## config.mk

```make
export PLATFORM = sky130hd
export DESIGN_NAME = scratch_memory
export DESIGN_NICKNAME = d
export VERILOG_FILES = /design/src/pkg_control.sv /design/src/pkg_memory.sv /design/src/scratch_memory.sv
export VERILOG_INCLUDE_DIRS = /design/src
export SDC_FILE = /design/constraint.sdc
export NUM_CORES = 2
export LEC_CHECK = 0
export ABC_CLOCK_PERIOD_IN_PS = 3000
export BUFFER_PORTS_ARGS = -buffer_cell sky130_fd_sc_hd__buf_2
export CAP_MARGIN = 20
export CORE_MARGIN = 5
export CORE_UTILIZATION = 45
export CTS_CLUSTER_SIZE = 28
export DETAILED_ROUTE_END_ITERATION = 10
export SLEW_MARGIN = 20
export SYNTH_ARGS = -nofsm -noshare
export SYNTH_HDL_FRONTEND = slang
export SYNTH_SLANG_ARGS = --single-unit
export TNS_END_PERCENT = 20
```

## constraint.sdc

```tcl
create_clock -name ap_clk -period 3 [get_ports ap_clk]
set_clock_uncertainty 0.05 [all_clocks]
set_input_delay 0 -clock ap_clk [delete_from_list [all_inputs] [get_ports ap_clk]]
set_output_delay 0 -clock ap_clk [all_outputs]
set_load 0.1 [all_outputs]
```

## src/graph_settings.svh

```systemverilog
// --------------------------------------
// Global sizing macros for the memory port
// Requestor count, word widths, memory depth
// and response FIFO depth
// --------------------------------------
`ifndef GRAPH_SETTINGS_SVH
`define GRAPH_SETTINGS_SVH

// Engines sharing the scratch memory
`define GRAPH_NUM_REQUESTORS 4

// Word addressing and data
`define GRAPH_ADDR_WIDTH 6
`define GRAPH_DATA_WIDTH 32

// Storage sizes
`define GRAPH_MEM_DEPTH 64
`define GRAPH_FIFO_DEPTH 16

`endif

```

## src/pkg_control.sv

```systemverilog
// --------------------------------------
// Control types
// FIFO status flags and the scratch memory
// state machine encoding
// --------------------------------------

package pkg_control;

  // --------------------------------------
  // FIFO status
  // --------------------------------------
  // almost_full leaves room for entries still in flight
  typedef struct packed {
    logic full;
    logic empty;
    logic almost_full;
  } fifo_status_t;

  // --------------------------------------
  // Scratch memory FSM
  // --------------------------------------
  // Idle or holding a response for the router
  typedef enum logic {
    MEM_IDLE = 1'b0,
    MEM_HOLD = 1'b1
  } mem_state_t;

endpackage

```

## src/pkg_memory.sv

```systemverilog
// --------------------------------------
// Memory packet types
// Addresses, data words, routes, commands,
// engine requests, arbitrated requests and
// memory responses
// --------------------------------------
`include "graph_settings.svh"

package pkg_memory;

  // --------------------------------------
  // Field types
  // --------------------------------------
  typedef logic [`GRAPH_ADDR_WIDTH-1:0] mem_addr_t;
  typedef logic [`GRAPH_DATA_WIDTH-1:0] mem_data_t;

  // One bit per engine, exactly one set
  typedef logic [`GRAPH_NUM_REQUESTORS-1:0] route_mask_t;

  typedef enum logic {
    CMD_READ  = 1'b0,
    CMD_WRITE = 1'b1
  } mem_cmd_t;

  // --------------------------------------
  // Packets
  // --------------------------------------
  // Request as issued by an engine
  typedef struct packed {
    mem_cmd_t  cmd;
    mem_addr_t addr;
    mem_data_t data;
  } engine_request_t;

  // Request after arbitration, tagged with its origin
  typedef struct packed {
    route_mask_t     route;
    engine_request_t req;
  } mem_request_t;

  // Read data or write acknowledgement
  typedef struct packed {
    route_mask_t route;
    mem_cmd_t    cmd;
    mem_addr_t   addr;
    mem_data_t   data;
  } mem_response_t;

endpackage

```

## src/scratch_memory.sv

```systemverilog
// --------------------------------------
// Single-port scratch memory
// Executes one request at a time and holds
// the response until the router takes it
// --------------------------------------
`timescale 1ns/1ps
`include "graph_settings.svh"

module scratch_memory import pkg_memory::*, pkg_control::*; (
  input  logic          ap_clk,
  input  logic          areset_control,
  input  logic          arb_valid,
  input  mem_request_t  arb_request,
  output logic          arb_ready,
  output logic          mem_valid,
  output mem_response_t mem_response,
  input  logic          mem_ready
);

  mem_data_t  mem [`GRAPH_MEM_DEPTH];
  mem_state_t state;
  logic       accept;

  // A held response blocks new requests until it leaves
  assign mem_valid = (state == MEM_HOLD);
  assign arb_ready = (state == MEM_IDLE) | mem_ready;
  assign accept    = arb_valid & arb_ready;

  always_ff @(posedge ap_clk) begin
    if (areset_control) begin
      state <= MEM_IDLE;
    end else begin
      case (state)
        MEM_IDLE: if (accept) state <= MEM_HOLD;
        MEM_HOLD: if (mem_ready && !accept) state <= MEM_IDLE;
        default:  state <= MEM_IDLE;
      endcase
    end
  end

  // Array access and response capture
  always_ff @(posedge ap_clk) begin
    if (accept) begin
      mem_response.route <= arb_request.route;
      mem_response.cmd   <= arb_request.req.cmd;
      mem_response.addr  <= arb_request.req.addr;
      if (arb_request.req.cmd == CMD_WRITE) begin
        mem[arb_request.req.addr] <= arb_request.req.data;
        mem_response.data         <= arb_request.req.data;
      end else begin
        mem_response.data <= mem[arb_request.req.addr];
      end
    end
  end

endmodule

```

==> flow_metrics.py <==
metrics = {
    "sta": {
        "finalCritPeriodShare_pct": 92.5,
        "tightest_slew_ns": 1.13,
        "worst_hold_slack_ns": 0.0378,
        "slew_violations": 0,
        "maxSlewHeadroom_pct": 24.3,
        "final.setup.worst_slack_ns": 0.226,
        "rsz0062_at_grt": "no",
        "hold_viol": 0,
        "fmax_mhz": 360,
        "finalSetupViolCount": 0,
        "fin_crit_ns": 2.77,
        "tns_ns": 0,
    },
    "yosys": {
        "netlist_area_sq_mm": 0.0806,
        "synthTopCellsByCount": "edfxtp_1, mux2i_1, a221oi_1, nor2_1, mux4_2",
        "yosysUniqueCellTypes": 65,
        "postSynthCellCount": 4218,
        "syn_avg_cell_area_sq_um": 19.1,
        "yosysMostFrequentCell": "edfxtp_1",
        "yosysTopAreaCell": "edfxtp_1",
        "synth_flop_cell": "edfxtp_1",
        "async_flop_share_pct": 0,
        "synth_edf_count": 2091,
        "synth-seq-cells": 2092,
        "yosysWarningCount": 0,
        "seq_area_frac_synth_pct": 78.0,
        "synthesis.nets": 4265,
        "synthTopCellsByArea": "edfxtp_1, mux4_2, mux2i_1",
        "yosysTopAreaCellShare_pct": 77.9,
    },
    "floorplan": {
        "rows": 155,
        "start_util_pct": 45.2,
        "dieArea_sq_mm": 0.188,
        "pin_count": 92,
        "die_x_microns": 433,
        "die_height_microns": 433,
        "core_area_sq_mm": 0.178,
    },
    "grt": {
        "gr-usage-all-layers_pct": 30.1,
        "grt_max_degree": 66,
        "antenna_found_initial": 16,
        "grt_pass1_wl_microns": 388000,
        "grt-ovfl-total": 0,
        "grt_pass1_vias": 46200,
    },
    "worst_hold_path": {
        "hold_path_depth": 3,
        "hold-path-endpoint": "mem_response[32]$_DFFE_PP_",
        "hp-start": "arb_request[32]",
        "hold_path.class": "input port to flip-flop",
    },
    "clocking": {
        "cts_root_buf": "clkbuf_16",
        "numCtsBuffers": 204,
        "postCtsSetupBuffers": 0,
        "h-tree-depth": 4,
        "cts_tree": "yes",
        "clk_latency_ns": 0.88,
        "clockBufferDepth": 3,
        "clk_pin_slew_ns": 0.07,
        "numClockSinks": 2092,
    },
    "detailed_routing": {
        "drt-initial-drc-count": 7855,
        "num_vias": 48700,
        "routed_wl_microns": 285000,
        "dr.pass1.iters": 6,
        "drc": 0,
        "ant_nets": 0,
        "via_per_inst": 6.66,
        "drt-wirelength-per-cell_microns": 39.0,
    },
    "setup_path": {
        "cpMaxStageDelayCell": "a221oi_2",
        "cp-start-kind": "input port",
        "cp_cell_sequence": "dlygate4sd3_1 -> buf_2 -> or3b_2 -> buf_4 -> nor2_1 -> a22oi_1 -> o2111ai_1 -> a221oi_2 -> a31oi_1",
        "end_kind": "flip-flop",
        "r2r_start": "mem_valid$_SDFF_PP0_",
        "crit_path_max_fanout": 16,
        "cp.required_ns": 3.54,
        "r2r_cells": 7,
        "slowest_delay_ns": 0.60,
        "worst-setup-path-type": "input port to flip-flop",
        "crit_arrival_ns": 3.32,
        "r2r-end": "mem_response[10]$_DFFE_PP_",
        "reg2reg_slack_ns": 0.37,
    },
    "final_layout": {
        "fin_util_pct": 53.8,
        "drive_above_1_share_pct": 26.5,
        "area_growth_syn_to_layout_pct": 19.1,
        "fin_cells": 7303,
        "nets": 4821,
    },
    "power": {
        "power_leakage_nw": 31.1,
        "power_density_mw_per_mm2": 647,
        "irDropWorstVdd_mv": 0.625,
    },
    "status": {
        "outcome": "completed",
    },
    "flow_run": {
        "cap_viol_max_count": 0,
    },
    "placed_design": {
        "placedCellCount": 6870,
        "portBuffers": 91,
        "place_ws_ns": -0.383,
        "place.gp.congestion": 0.912,
        "dp_hpwl_microns": 176000,
    },
}
[cell families (layout without fill, tap and decap cells)]
kind of cell,Yosys count,count (layout),share of synthesized area [%]
mux,552,552,9.71
flops,2092,2092,78.0
buf+inv,293,1015,2.13
other cells,0,8,0
simple gates,387,387,2.11
compound gates,894,894,8.07
[flip-flops by register name, summed over array words and instances, names as in the netlist]
| register | flops |
|---|---|
| mem | 2048 |
| mem_response | 43 |
| mem_valid | 1 |
[layer usage]
| layer | share of wire, % | routed length (microns) | track usage [%] | vias to the layer above |
|---|---|---|---|---|
| li1 | - | - | - | 18700 |
| met2 | 45 | 129000 | 46.2 | 3803 |
| met1 | 37 | 104000 | 41.1 | 25300 |
| met3 | 12 | 35000 | 7.16 | 812 |
| met4 | 5.7 | 16400 | 14.2 | 10 |
| met5 | 0.022 | 62 | 0 | - |
[through the flow]
| stage | power [W] | instance area (sq um) |
|---|---|---|
| floorplan | 0.0350 | 81100 |
| global placement | 0.0371 | 88800 |
| detailed placement | 0.0371 | 88800 |
| CTS | 0.0622 | 95900 |
| global route | 0.0636 | 96000 |
| finish | 0.0621 | 96000 |
[report_power, final]
part / total [W] / switching, W / internal [W]
sequential: 0.0324 / 0.0000870 / 0.0323
combinational: 0.00428 / 0.00296 / 0.00132
clock: 0.0254 / 0.0111 / 0.0143
[critical path: cells and delay by family]
kind            cells  cell delay [ns]
compound gates      4             1.41
buf+inv             3             1.28
simple gates        2             0.59
[timing repair]
action	4_1_cts	5_1_grt
gates resized for setup	0	1
hold buffers	53	0
hold endpoints to repair	1789	0
endpoints found under the setup margin	0	1
[final cells by class]
cell class	instances	area (sq um)
Tap cell	2355	2950
Timing Repair Buffer	639	6960
Clock buffer	259	5330
Clock inverter	113	1210
Antenna cell	8	20.0
Inverter	4	25.0
Multi-Input combinational cell	1833	16700
Fill cell	13700	82300
Sequential cell	2092	62800
[layout by cell type, fill, tap and decap left out, types with 7 or more instances in the layout]
master and n:
o22ai_1 84, a222oi_1 11, o2bb2ai_1 15, o211ai_1 7, a21oi_1 137, a221oi_1 200, o2111ai_1 14, clkbuf_1 54
nand3_1 18, nand4_1 7, o221ai_1 8, a311oi_1 8, nand2_2 8, inv_6 7, nor2_4 68, a31oi_1 26
dlygate4sd3_1 52, a221o_1 38, nand2_1 90, clkinv_1 39, bufinv_16 19, and3_1 15, o32a_1 19, a22o_1 37
o21ai_0 108, clkinv_2 33, buf_12 177, clkbuf_16 205, a22oi_1 143, diode_2 8, edfxtp_1 2091, mux4_2 166
nor2_1 124, mux2i_1 215, a211oi_1 14, mux2_2 163, buf_2 81, buf_4 326
[how the worst max path moves through the flow]
stage	from	endpoint	slack [ns]	depth (start not counted)
after global placement	arb_request[33]	mem_response[17]$_DFFE_PP_	-0.36	8
after global routing	arb_request[34]	mem_response[31]$_DFFE_PP_	0.24	12
after detailed placement	arb_request[33]	mem_response[17]$_DFFE_PP_	-0.38	8
final	arb_request[37]	mem_response[17]$_DFFE_PP_	0.23	9
after floorplan	mem_valid$_SDFF_PP0_	mem[0][0]$_DFFE_PP_	-0.08	7
after CTS	arb_request[37]	mem_response[17]$_DFFE_PP_	0.11	9
Note: power is estimated with default switching activity, not from simulation.
