**src/graph_settings.svh**
```systemverilog
// --------------------------------------
// Global sizing macros for the memory port
// Requestor count, word widths, memory depth
// and response FIFO depth
// --------------------------------------
`ifndef GRAPH_SETTINGS_SVH
`define GRAPH_SETTINGS_SVH

// Engines sharing the scratch memory
`define GRAPH_NUM_REQUESTORS 4

// Word addressing and data
`define GRAPH_ADDR_WIDTH 6
`define GRAPH_DATA_WIDTH 32

// Storage sizes
`define GRAPH_MEM_DEPTH 64
`define GRAPH_FIFO_DEPTH 16

`endif

```
**src/pkg_control.sv**
```systemverilog
// --------------------------------------
// Control types
// FIFO status flags and the scratch memory
// state machine encoding
// --------------------------------------

package pkg_control;

  // --------------------------------------
  // FIFO status
  // --------------------------------------
  // almost_full leaves room for entries still in flight
  typedef struct packed {
    logic full;
    logic empty;
    logic almost_full;
  } fifo_status_t;

  // --------------------------------------
  // Scratch memory FSM
  // --------------------------------------
  // Idle or holding a response for the router
  typedef enum logic {
    MEM_IDLE = 1'b0,
    MEM_HOLD = 1'b1
  } mem_state_t;

endpackage

```
**src/pkg_memory.sv**
```systemverilog
// --------------------------------------
// Memory packet types
// Addresses, data words, routes, commands,
// engine requests, arbitrated requests and
// memory responses
// --------------------------------------
`include "graph_settings.svh"

package pkg_memory;

  // --------------------------------------
  // Field types
  // --------------------------------------
  typedef logic [`GRAPH_ADDR_WIDTH-1:0] mem_addr_t;
  typedef logic [`GRAPH_DATA_WIDTH-1:0] mem_data_t;

  // One bit per engine, exactly one set
  typedef logic [`GRAPH_NUM_REQUESTORS-1:0] route_mask_t;

  typedef enum logic {
    CMD_READ  = 1'b0,
    CMD_WRITE = 1'b1
  } mem_cmd_t;

  // --------------------------------------
  // Packets
  // --------------------------------------
  // Request as issued by an engine
  typedef struct packed {
    mem_cmd_t  cmd;
    mem_addr_t addr;
    mem_data_t data;
  } engine_request_t;

  // Request after arbitration, tagged with its origin
  typedef struct packed {
    route_mask_t     route;
    engine_request_t req;
  } mem_request_t;

  // Read data or write acknowledgement
  typedef struct packed {
    route_mask_t route;
    mem_cmd_t    cmd;
    mem_addr_t   addr;
    mem_data_t   data;
  } mem_response_t;

endpackage

```
**src/response_router.sv**
```systemverilog
// --------------------------------------
// One-to-N response router
// Buffers memory responses in a FIFO and hands
// the head to the engine named by its route
// --------------------------------------
`timescale 1ns/1ps
`include "graph_settings.svh"

module response_router import pkg_memory::*, pkg_control::*; (
  input  logic                             ap_clk,
  input  logic                             areset_control,
  input  logic                             mem_valid,
  input  mem_response_t                    mem_response,
  output logic                             mem_ready,
  output logic [`GRAPH_NUM_REQUESTORS-1:0] response_valid,
  output mem_response_t                    response_out [`GRAPH_NUM_REQUESTORS],
  input  logic [`GRAPH_NUM_REQUESTORS-1:0] response_ready
);

  localparam int N      = `GRAPH_NUM_REQUESTORS;
  localparam int RESP_W = $bits(mem_response_t);

  // --------------------------------------
  // Input stage
  // --------------------------------------
  logic          resp_reg_valid;
  mem_response_t resp_reg;
  fifo_status_t  fifo_status;

  // Threshold covers the response sitting in the input register
  assign mem_ready = ~fifo_status.almost_full;

  always_ff @(posedge ap_clk) begin
    if (areset_control) begin
      resp_reg_valid <= 1'b0;
    end else begin
      resp_reg_valid <= mem_valid & mem_ready;
    end
  end

  always_ff @(posedge ap_clk) begin
    if (mem_valid && mem_ready) begin
      resp_reg <= mem_response;
    end
  end

  // --------------------------------------
  // Response FIFO
  // --------------------------------------
  logic              fifo_wr_en;
  logic              fifo_rd_en;
  logic [RESP_W-1:0] fifo_dout;
  mem_response_t     fifo_head;

  assign fifo_wr_en = resp_reg_valid & ~fifo_status.full;
  assign fifo_head  = mem_response_t'(fifo_dout);

  sync_fifo #(
    .WIDTH(RESP_W),
    .DEPTH(`GRAPH_FIFO_DEPTH)
  ) u_resp_fifo (
    .ap_clk        (ap_clk),
    .areset_control(areset_control),
    .wr_en         (fifo_wr_en),
    .din           (resp_reg),
    .rd_en         (fifo_rd_en),
    .dout          (fifo_dout),
    .status        (fifo_status)
  );

  // --------------------------------------
  // Output demux
  // --------------------------------------
  route_mask_t slot_free;
  route_mask_t load_slot;

  // Head waits until its own engine has room
  assign slot_free  = ~response_valid | response_ready;
  assign load_slot  = fifo_status.empty ? '0 : (fifo_head.route & slot_free);
  assign fifo_rd_en = |load_slot;

  always_ff @(posedge ap_clk) begin
    if (areset_control) begin
      response_valid <= '0;
    end else begin
      response_valid <= load_slot | (response_valid & ~response_ready);
    end
  end

  always_ff @(posedge ap_clk) begin
    for (int k = 0; k < N; k++) begin
      if (load_slot[k]) begin
        response_out[k] <= fifo_head;
      end
    end
  end

endmodule

```
**src/sync_fifo.sv**
```systemverilog
// --------------------------------------
// Synchronous FIFO, first word fall through
// Head visible on dout while not empty
// Almost-full flag derived from occupancy
// --------------------------------------
`timescale 1ns/1ps
`include "graph_settings.svh"

module sync_fifo import pkg_control::*; #(
  parameter int WIDTH = `GRAPH_DATA_WIDTH,
  parameter int DEPTH = `GRAPH_FIFO_DEPTH
) (
  input  logic             ap_clk,
  input  logic             areset_control,
  input  logic             wr_en,
  input  logic [WIDTH-1:0] din,
  input  logic             rd_en,
  output logic [WIDTH-1:0] dout,
  output fifo_status_t     status
);

  localparam int PTR_W       = (DEPTH > 1) ? $clog2(DEPTH) : 1;
  localparam int CNT_W       = $clog2(DEPTH + 1);
  localparam int AFULL_LEVEL = DEPTH - 2;

  logic [WIDTH-1:0] mem [DEPTH];
  logic [PTR_W-1:0] wr_ptr;
  logic [PTR_W-1:0] rd_ptr;
  logic [CNT_W-1:0] count;
  logic             do_write;
  logic             do_read;

  // Overflow and underflow attempts are dropped
  assign do_write = wr_en & ~status.full;
  assign do_read  = rd_en & ~status.empty;

  always_ff @(posedge ap_clk) begin
    if (areset_control) begin
      wr_ptr <= '0;
      rd_ptr <= '0;
      count  <= '0;
    end else begin
      if (do_write) begin
        wr_ptr <= (wr_ptr == PTR_W'(DEPTH - 1)) ? '0 : wr_ptr + 1'b1;
      end
      if (do_read) begin
        rd_ptr <= (rd_ptr == PTR_W'(DEPTH - 1)) ? '0 : rd_ptr + 1'b1;
      end
      count <= count + CNT_W'(do_write) - CNT_W'(do_read);
    end
  end

  always_ff @(posedge ap_clk) begin
    if (do_write) begin
      mem[wr_ptr] <= din;
    end
  end

  assign dout               = mem[rd_ptr];
  assign status.full        = (count == CNT_W'(DEPTH));
  assign status.empty       = (count == '0);
  assign status.almost_full = (count >= CNT_W'(AFULL_LEVEL));

endmodule

```
**config.mk**
```make
export PLATFORM = sky130hd
export DESIGN_NAME = response_router
export DESIGN_NICKNAME = d
export VERILOG_FILES = /design/src/pkg_control.sv /design/src/pkg_memory.sv /design/src/response_router.sv /design/src/sync_fifo.sv
export VERILOG_INCLUDE_DIRS = /design/src
export SDC_FILE = /design/constraint.sdc
export NUM_CORES = 1
export LEC_CHECK = 0
export BUFFER_PORTS_ARGS = -buffer_cell sky130_fd_sc_hd__clkbuf_2
export CAP_MARGIN = 15
export CORE_AREA = 2 2 324 294
export CTS_CLUSTER_DIAMETER = 150
export CTS_CLUSTER_SIZE = 30
export DETAILED_ROUTE_END_ITERATION = 16
export DIE_AREA = 0 0 326 296
export MAX_ROUTING_LAYER = met4
export PLACE_DENSITY = 0.62
export SETUP_SLACK_MARGIN = 0.15
export SLEW_MARGIN = 20
export SYNTH_ARGS = -nofsm -noshare
export SYNTH_HDL_FRONTEND = slang
export SYNTH_HIERARCHICAL = 1
export SYNTH_SLANG_ARGS = --single-unit
```
**constraint.sdc**
```tcl
create_clock -name ap_clk -period 10.03 [get_ports ap_clk]
set_clock_uncertainty 0.15 [all_clocks]
set_input_delay 2.006 -clock ap_clk [delete_from_list [all_inputs] [get_ports ap_clk]]
set_output_delay 2.006 -clock ap_clk [all_outputs]
set_load 0.01 [all_outputs]
```
==> out/qor.yml, run 1 <==
worst_hold_path:
  hold_depth: 2
  worstHoldStart: "u_resp_fifo/rd_ptr[1]"
  hp-class: "reg2reg"
routing:
  drcViolationCount: 0
  wire_per_inst_um: 24.66
  first_pass_iters: 4
  drt_iter0_markers: 1300
  drtAntennaViolNets: 0
  dr_total_vias: 14710
  drt_wl_total_um: 71320
  vias_per_cell: 5.085
logic_synthesis:
  yosysSeqAreaShare_pct: 82.55
  yosysTopAreaCellShare_pct: 81.24
  ys_ff_latch: 925
  synth.area.top_cells: "edfxtp_1 81%, mux4_2 12%, a22oi_1 1.9%"
  syn_area_per_cell_sq_um: 23.77
  yosys_warnings: 6
  ys_types: 38
  syn_area_sq_um: 33380
  synth.largest_area_cell: "edfxtp_1"
  synthCells: 1404
  syn-num-nets: 1469
clocking:
  cts-buffers-inserted: 36
  insertion_delay_ns: 0.61
  clk_pin_slew_ns: 0.12
  cts-resized-gates: 0
  cts.sinks: 925
  hold_buffers: 0
  cts_setup_buffers: 0
  cts_tree: "built"
  ctsLongestPathBuffers: 3
  htree_num_levels: 2
  cts-root-buf: "clkbuf_16"
timing:
  fmax_mhz: 176.3
  period_needed_ns: 5.673
  timing.final.crit_share_pct: 56.56
  slew_headroom_pct: 27.18
  finalHoldViolCount: 0
  drv_slew: 0
  worstMarginPinSlew_ns: 1.092
  setup_viol: 0
  rsz0062_at_grt: "no"
  final.setup.tns_ns: 0
worst_setup_path:
  r2r-end: "u_resp_fifo/count[4]"
  cp.arrival_ns: 6.01
  crit_family: "simple AND/OR/NAND/NOR gates"
  critPathLaunchType: "flip-flop"
  path_cells: "buf_4 -> mux4_2 -> a22oi_1 -> nand2_1 -> or2b_2 -> nor2b_4 -> or4_4 -> nand2_1 -> inv_1 -> ha_1 -> inv_1 -> ha_1 -> inv_1 -> fa_1 -> nand2b_1 -> a21oi_1 -> o21a_1 -> nor3_1"
  r2r_cells: 18
  reg2reg_slack_ns: 4.36
  end_kind: "flip-flop"
  path_buf_inv: 4
  crit_type: "reg2reg"
  critPathMostFrequentCell: "inv_1"
  critPathRequiredTime_ns: 10.37
  cp_max_fo: 70
  cpMaxStageDelayCell: "dfxtp_4"
  critPathMaxStageDelay_ns: 1.06
power_and_ir_drop:
  p_clk_share_pct: 18.8
  power.internal_uw: 6734
  pwr_density_cell_nw_per_um2: 257.0
  combPwrFrac_pct: 24.2
  switching_share_pct: 29.15
  total_power_uw: 9504
  p_leak_uw: 0.01161
  seqPwrFrac_pct: 57.0
  vdd_drop_max_mv: 0.2322
  switching_power_uw: 2770
cells_and_area:
  ff_latch_area_sq_um: 27560
  nets: 1687
  multi_input_area_sq_um: 5558
  syn_to_final_growth_pct: 10.80
  drive_gt1_share_pct: 29.49
  final_cell_mix: "903 x edfxtp_1, 226 x clkbuf_2, 172 x mux4_2, 86 x a22oi_1, 49 x nand2_1"
  largest_register_ffs: 688
  fillCellCount: 8159
  final_common_cell: "edfxtp_1"
  final_cell_area_sq_um: 36980
floorplan:
  ios: 227
  start_util_pct: 35.67
  core_region_area_sq_um: 93580
  die_y_um: 296
  die-area_sq_um: 96500
  placement_rows: 107
  die_w_um: 326
run_status:
  status: "complete, no violations"
placed_design:
  placed_area_sq_um: 35980
  hpwl_um: 35130
  gp_congestion: 0.7002
  port_buffers: 226
job:
  cap_violations: 0
global_routing:
  grt_pass1_wl_um: 103300
  grtUsageTotal_pct: 15.03
  antenna_found_initial: 1
  grt_max_degree: 109
  grt_pass1_vias: 15150
  grt_overflow_total: 0
[cell type report]
type	count	share of cell area, %
clock inverters	4	0.07105
clock buffers	50	2.635
inverters	13	0.1319
diodes	1	0.006766
multi-input cells	407	15.03
repair buffers	239	3.356
flip-flops and latches	925	74.53
well taps	1253	4.239
[routing by layer]
metal  global-route usage (%)  up-vias  wire (um)
li1                         -     6261          -
met5                        -        -          0
met4                    2.810        0        983
met2                    25.49      369      36340
met3                    1.726       64       3076
met1                    19.82     8011      30910
[synth_stat cells]
master	count
buf_6	9
a21oi_1	14
nand2_1	49
nor2b_4	2
or4b_1	1
nand2b_4	2
or4_4	1
o21ai_0	1
o31ai_1	1
or2b_2	2
nor2_1	8
nand2b_1	6
nand4b_1	1
a22oi_1	86
nor3_1	4
and2_1	13
ha_1	14
nand3_1	3
fa_1	1
xnor2_1	1
o21a_1	1
mux2i_1	1
mux4_2	172
o21ai_1	1
nor3b_1	1
edfxtp_1	903
dfxtp_1	22
xor2_1	3
a21o_1	1
buf_1	1
nor2b_1	8
a311o_1	2
clkbuf_1	30
nand3b_1	1
inv_1	13
and4bb_1	1
buf_2	19
and3_1	5
[per-stage QoR]
step / cells / setup WS (ns) / utilization (%) / hold WS, ns
floorplan: 1404 / 3.780 / - / 0.3129
global placement: 2837 / 4.403 / 38.45 / 0.3209
detailed placement: 2837 / 4.349 / 38.45 / 0.3288
CTS: 2891 / 4.340 / 39.52 / 0.3533
global route: 2892 / 4.039 / 39.52 / 0.3911
finish: 2892 / 4.357 / 39.52 / 0.3506
[worst reg2reg max path, stage by stage, from the launching register on]
cell and delay [ns]:
dfxtp_4 1.06, buf_4 0.93, mux4_2 0.46, a22oi_1 0.21, nand2_1 0.19, or2b_2 0.24, nor2b_4 0.04, or4_4 0.56
nand2_1 0.17, inv_1 0.06, ha_1 0.27, inv_1 0.06, ha_1 0.15, inv_1 0.06, fa_1 0.42, nand2b_1 0.16
a21oi_1 0.20, o21a_1 0.13, nor3_1 0.04
[how the worst max path moves through the flow]
stage / slack (ns) / startpoint / cells past startpoint / end
2_1_floorplan: 3.78 / response_ready[3] / 14 / u_resp_fifo/count[4]
3_3_place_gp: 4.40 / flip-flop / 18 / u_resp_fifo/count[4]
3_5_place_dp: 4.35 / flip-flop / 18 / u_resp_fifo/count[4]
4_1_cts: 4.34 / flip-flop / 18 / u_resp_fifo/count[4]
5_1_grt: 4.04 / flip-flop / 18 / u_resp_fifo/count[4]
6_report: 4.36 / flip-flop / 18 / u_resp_fifo/count[4]
[kinds of logic (layout without fill, tap and decap cells)]
logic type,after synthesis,count (layout),share of synthesized area [%]
and+or+nand+nor,108,108,1.736
AOI/OAI and AO/OA,107,107,2.302
adders and majority gates,15,15,0.5848
other,0,1,0
buffers and inverters,72,306,1.083
muxes,173,173,11.64
xor gates and xnor gates,4,4,0.1050
DFF,925,925,82.55
[power by group through the flow]
stage	logic, uW	clock network (uW)	registers [uW]
finish	2300	1790	5410
global route	2520	1970	5490
CTS	2380	1860	5430
detailed placement	2380	0	5520
global placement	2340	0	5480
floorplan	1320	0	5580
Note: power is estimated with default switching activity, not from simulation.
==> inputs of run 2 (changes only) <==
Clock period 10.03 ns to 5.8 ns, I/O delays scaled along.
==> run 2 against run 1 <==
Effect of this change: wire length increased by 0.22%; total power increased by 74%; sequential share of layout area decreased by 0.20 points; via count increased by 0.32%; critical path depth decreased by 1; hold slack improved by 0.011 ns; fmax increased by 30%; clock power increased by 79%; combinational power increased by 76%; count of clock-buffer cells in the layout increased by 3; cell count increased by 0.21%.
==> out/qor.yml, run 2 (synthesis gave the netlist of run 1 again) <==
clocking:
  htree_num_levels: 2
  ctsLongestPathBuffers: 3
  cts-root-buf: "clkbuf_16"
  hold_buffers: 0
  clk_pin_slew_ns: 0.10
  cts.sinks: 925
  insertion_delay_ns: 0.60
  cts_tree: "built"
  cts_setup_buffers: 0
  cts-buffers-inserted: 37
  cts-resized-gates: 0
placed_design:
  hpwl_um: 36430
  port_buffers: 226
  dp_cells: 2840
  gp_congestion: 0.7086
worst_hold_path:
  hp-class: "reg2reg"
  worstHoldStart: "u_resp_fifo/rd_ptr[1]"
  hold_depth: 2
timing:
  final.setup.tns_ns: 0
  setup_viol: 0
  worstMarginPinSlew_ns: 1.046
  finalHoldViolCount: 0
  rsz0062_at_grt: "no"
  slew_headroom_pct: 30.25
  timing.final.crit_share_pct: 75.26
  fmax_mhz: 229.1
  drv_slew: 0
  fin_hold_ws_ns: 0.3621
  period_needed_ns: 4.365
routing:
  drcViolationCount: 0
  drtAntennaViolNets: 0
  drt_wl_total_um: 71470
  wire_per_inst_um: 24.66
  drt_iter0_markers: 1270
  dr_total_vias: 14750
  first_pass_iters: 5
  vias_per_cell: 5.090
worst_setup_path:
  end_kind: "flip-flop"
  reg2reg_slack_ns: 1.44
  critPathRequiredTime_ns: 6.13
  cp.arrival_ns: 4.70
  crit_type: "reg2reg"
  r2r-end: "u_resp_fifo/count[4]"
  cp_max_fo: 23
  critPathLaunchType: "flip-flop"
  r2r_cells: 17
power_and_ir_drop:
  switching_power_uw: 4843
  seqPwrFrac_pct: 56.2
  power.internal_uw: 11720
  vdd_drop_max_mv: 0.4254
  combPwrFrac_pct: 24.5
  switching_share_pct: 29.23
  p_clk_share_pct: 19.3
  pwr_density_cell_nw_per_um2: 446.8
  p_leak_uw: 0.01167
cells_and_area:
  largest_register_ffs: 688
  fillCellCount: 8194
  nets: 1691
  final_common_cell: "edfxtp_1"
  fin_util_pct: 39.63
  syn_to_final_growth_pct: 11.10
  instances_no_fill: 2898
  drive_gt1_share_pct: 29.81
  final_cell_mix: "903 x edfxtp_1, 226 x clkbuf_2, 172 x mux4_2, 86 x a22oi_1, 49 x nand2_1"
global_routing:
  grt_pass1_vias: 15340
  grt_max_degree: 68
  grt_pass1_wl_um: 103700
  antenna_found_initial: 1
  grt_overflow_total: 0
  grtUsageTotal_pct: 15.10
floorplan:
  start_util_pct: 35.67
  die-area_sq_um: 96500
  ios: 227
  core_region_area_sq_um: 93580
  die_w_um: 326
  placement_rows: 107
  die_y_um: 296
run_status:
  status: "complete, no violations"
job:
  cap_violations: 0
-- run 2: layer usage --
metal	GRT usage (%)	vias up	part of all wire (%)
met5	-	-	0
met4	2.787	0	1.4
met3	2.288	63	5.5
met2	25.34	451	50
li1	-	6288	-
met1	19.78	7950	43
-- run 2: how the worst max path moves through the flow --
| stage | to | slack (ns) |
|---|---|---|
| final | u_resp_fifo/count[4] | 1.44 |
| after global routing | u_resp_fifo/count[4] | 1.14 |
| after CTS | u_resp_fifo/count[4] | 1.40 |
| after detailed placement | u_resp_fifo/count[4] | 1.43 |
| after global placement | u_resp_fifo/count[4] | 1.46 |
| after floorplan | u_resp_fifo/count[4] | 0.27 |
-- run 2: final cells by class --
cell class	count	area [sq um]	share of cell area [%]
Tap cell	1253	1568	4.228
Sequential cell	925	27560	74.33
Antenna cell	1	2.502	0.006748
Clock inverter	4	52.55	0.1417
Inverter	13	48.80	0.1316
Clock buffer	53	1039	2.800
Timing Repair Buffer	242	1251	3.374
Multi-Input combinational cell	407	5558	14.99
-- run 2: per-stage QoR --
step | power (uW) | setup slack [ns] | area (sq um)
6_report | 16570 | 1.435 | 37080
5_1_grt | 17410 | 1.143 | 37080
4_1_cts | 16850 | 1.401 | 37080
3_5_place_dp | 13650 | 1.434 | 35990
3_3_place_gp | 13510 | 1.456 | 35990
2_1_floorplan | 11940 | 0.2701 | 33380
-- run 2: critical path, stage by stage (launching register included) --
cell and delay (ns):
dfxtp_4 0.66, mux4_2 0.56, a22oi_1 0.21, nand2_1 0.15, or2b_2 0.23, nor2b_4 0.04
or4_4 0.55, nand2_1 0.15, inv_1 0.06, ha_1 0.26, inv_1 0.06, ha_1 0.15
inv_1 0.06, fa_1 0.43, nand2b_1 0.17, a21oi_1 0.18, o21a_1 0.13, nor3_1 0.04
-- run 2: power by group through the flow --
| stage | Sequential, uW | Combinational (uW) | Clock [uW] |
|---|---|---|---|
| 3_3_place_gp | 9410 | 4100 | 0 |
| 4_1_cts | 9330 | 4180 | 3340 |
| 6_report | 9310 | 4050 | 3200 |
| 3_5_place_dp | 9480 | 4170 | 0 |
| 5_1_grt | 9440 | 4430 | 3540 |
| 2_1_floorplan | 9650 | 2290 | 0 |
==> inputs of run 3 (changes only) <==
Settings changed: PLACE_DENSITY 0.62 to 0.64.
Clock period 5.8 ns to 3.7 ns, I/O delays scaled along.
==> run 3 against run 2 <==
Effect of this change: the run now ends with setup timing left; sequential share of layout area down 1.2 points; count of clock-buffer cells in the layout down 3; non-clock buffer count up 52; worst setup slack worse by 1.4 ns; wire length about the same; largest cell class unchanged; highest routed layer unchanged.
==> out/qor.yml, run 3 (synthesis gave the netlist of run 1 again) <==
run_status:
  status: "complete, but fails checks"
  failed_checks: "setup timing"
worst_setup_path:
  crit_type: "reg2reg"
  critPathRequiredTime_ns: 4.04
  critPathMaxStageDelay_ns: 0.55
  cp.arrival_ns: 4.06
  cp_max_fo: 6
  cpMaxStageDelayCell: "or4_4"
  critPathMostFrequentCell: "inv_2"
  critPathLaunchType: "flip-flop"
  end_kind: "flip-flop"
  path_cells: "buf_12 -> buf_6 -> mux4_2 -> a22oi_1 -> nand2_1 -> nand2b_1 -> nor2b_4 -> or4_4 -> nand2_4 -> inv_2 -> ha_4 -> inv_2 -> ha_4 -> inv_2 -> fa_2 -> nand2b_4 -> a21oi_2 -> o21a_1 -> nor3_1"
cells_and_area:
  fin_util_pct: 40.30
  largest_register_ffs: 688
  final_cell_area_sq_um: 37710
  drive_gt1_share_pct: 32.58
  ff_latch_area_sq_um: 27560
  instances_no_fill: 2946
  nets: 1742
  final_cell_mix: "903 x edfxtp_1, 226 x clkbuf_2, 172 x mux4_2, 82 x a22oi_1, 47 x nand2_1"
  multi_input_area_sq_um: 5640
  fillCellCount: 8064
  syn_to_final_growth_pct: 12.99
  final_common_cell: "edfxtp_1"
power_and_ir_drop:
  vdd_drop_max_mv: 0.6747
  p_leak_uw: 0.01196
  pwr_density_cell_nw_per_um2: 696.1
global_routing:
  grtUsageTotal_pct: 15.08
  grt_overflow_total: 0
  antenna_found_initial: 1
  grt_max_degree: 63
  grt_pass1_vias: 15170
  grt_pass1_wl_um: 103500
timing:
  rsz0062_at_grt: "yes"
  drv_slew: 0
  worstMarginPinSlew_ns: 0.9195
  period_needed_ns: 3.715
  setup_viol: 1
  fmax_mhz: 269.2
  finalHoldViolCount: 0
  slew_headroom_pct: 38.70
  layout_setup_ws_ns: -0.01470
  timing.final.crit_share_pct: 100.4
  final.setup.tns_ns: -0.01470
routing:
  wire_per_inst_um: 24.27
  drtAntennaViolNets: 0
  drt_wl_total_um: 71510
  drt_iter0_markers: 1264
  drcViolationCount: 0
  dr_total_vias: 14980
  vias_per_cell: 5.084
  first_pass_iters: 5
floorplan:
  core_region_area_sq_um: 93580
  start_util_pct: 35.67
  die_w_um: 326
  placement_rows: 107
  die-area_sq_um: 96500
  ios: 227
  die_y_um: 296
placed_design:
  dp_cells: 2884
  post-place-ws_ns: -0.1375
  placed_area_sq_um: 36600
  port_buffers: 226
  hpwl_um: 40620
  gp_congestion: 0.7114
clocking:
  cts-buffers-inserted: 36
  clk_pin_slew_ns: 0.12
  cts.sinks: 925
  cts_tree: "built"
  insertion_delay_ns: 0.60
  htree_num_levels: 2
  ctsLongestPathBuffers: 3
  hold_buffers: 0
  cts-root-buf: "clkbuf_16"
job:
  cap_violations: 0
worst_hold_path:
  hp-class: "in2reg"
run 3: cell types whose count changed in the layout (fill, tap and decap cells not counted), moves of 3 or more:
| cell | previous run | this run |
|---|---|---|
| a22oi_1 | 86 | 82 |
| a22oi_2 | 0 | 4 |
| buf_12 | 0 | 19 |
| buf_4 | 16 | 43 |
| buf_6 | 0 | 5 |
| inv_1 | 13 | 10 |
| inv_2 | 0 | 3 |
run 3: layout make-up:
type	count	area share, %
antenna	2	0.01327
clock buffer	50	2.584
clock inverter	2	0.02322
inverter	13	0.1294
multi-input combinational	407	14.96
sequential	925	73.08
tap	1253	4.157
timing repair buffer	294	5.053
run 3: power by group:
group	leakage (uW)	internal (uW)	switching [uW]	total, uW
Sequential	0.00843	13800	697	14500
Combinational	0.00306	2890	4030	6920
Clock	0.000477	1870	2960	4840
run 3: worst paths after layout:
kind / start / end / slack, ns / cells past startpoint
setup / recovery: flip-flop / u_resp_fifo/count[4] / -0.01 / 19
hold / removal: mem_response[3] / resp_reg[3] / 0.16 / 1
setup reg to reg: flip-flop / u_resp_fifo/count[4] / -0.01 / 19
hold reg to reg: u_resp_fifo/rd_ptr[1] / flip-flop / 0.36 / 2
run 3: through the flow:
stage / power (uW) / hold WS [ns]
4_1_cts: 26690 / 0.1139
2_1_floorplan: 18870 / 0.3129
6_report: 26250 / 0.1551
3_5_place_dp: 21760 / 0.3433
5_1_grt: 27540 / 0.1197
3_3_place_gp: 21520 / 0.3348
run 3: routing by layer:
| metal | wire length, um | up-vias | global-route usage [%] | part of all wire, % |
|---|---|---|---|---|
| met5 | 0 | - | - | 0 |
| met4 | 1227 | 0 | 3.068 | 1.7 |
| met3 | 3383 | 67 | 1.773 | 4.7 |
| met2 | 35770 | 416 | 24.85 | 50 |
| met1 | 31130 | 8115 | 20.38 | 44 |
| li1 | - | 6380 | - | - |
run 3: timing repair:
action | in CTS | in global routing
setup buffers | 7 | 1
setup endpoints to repair | 4 | 44
pin swaps | 3 | 5
resized for setup | 9 | 4
run 3: worst max-delay path, delay by kind of cell (launching register included):
kind	cells	cell delay (ns)
muxes	1	0.47
buffers and inverters	5	0.35
DFF	1	0.38
adders and majority gates	3	0.65
AOI/OAI and AO/OA	3	0.42
and+or+nand+nor	7	1.17
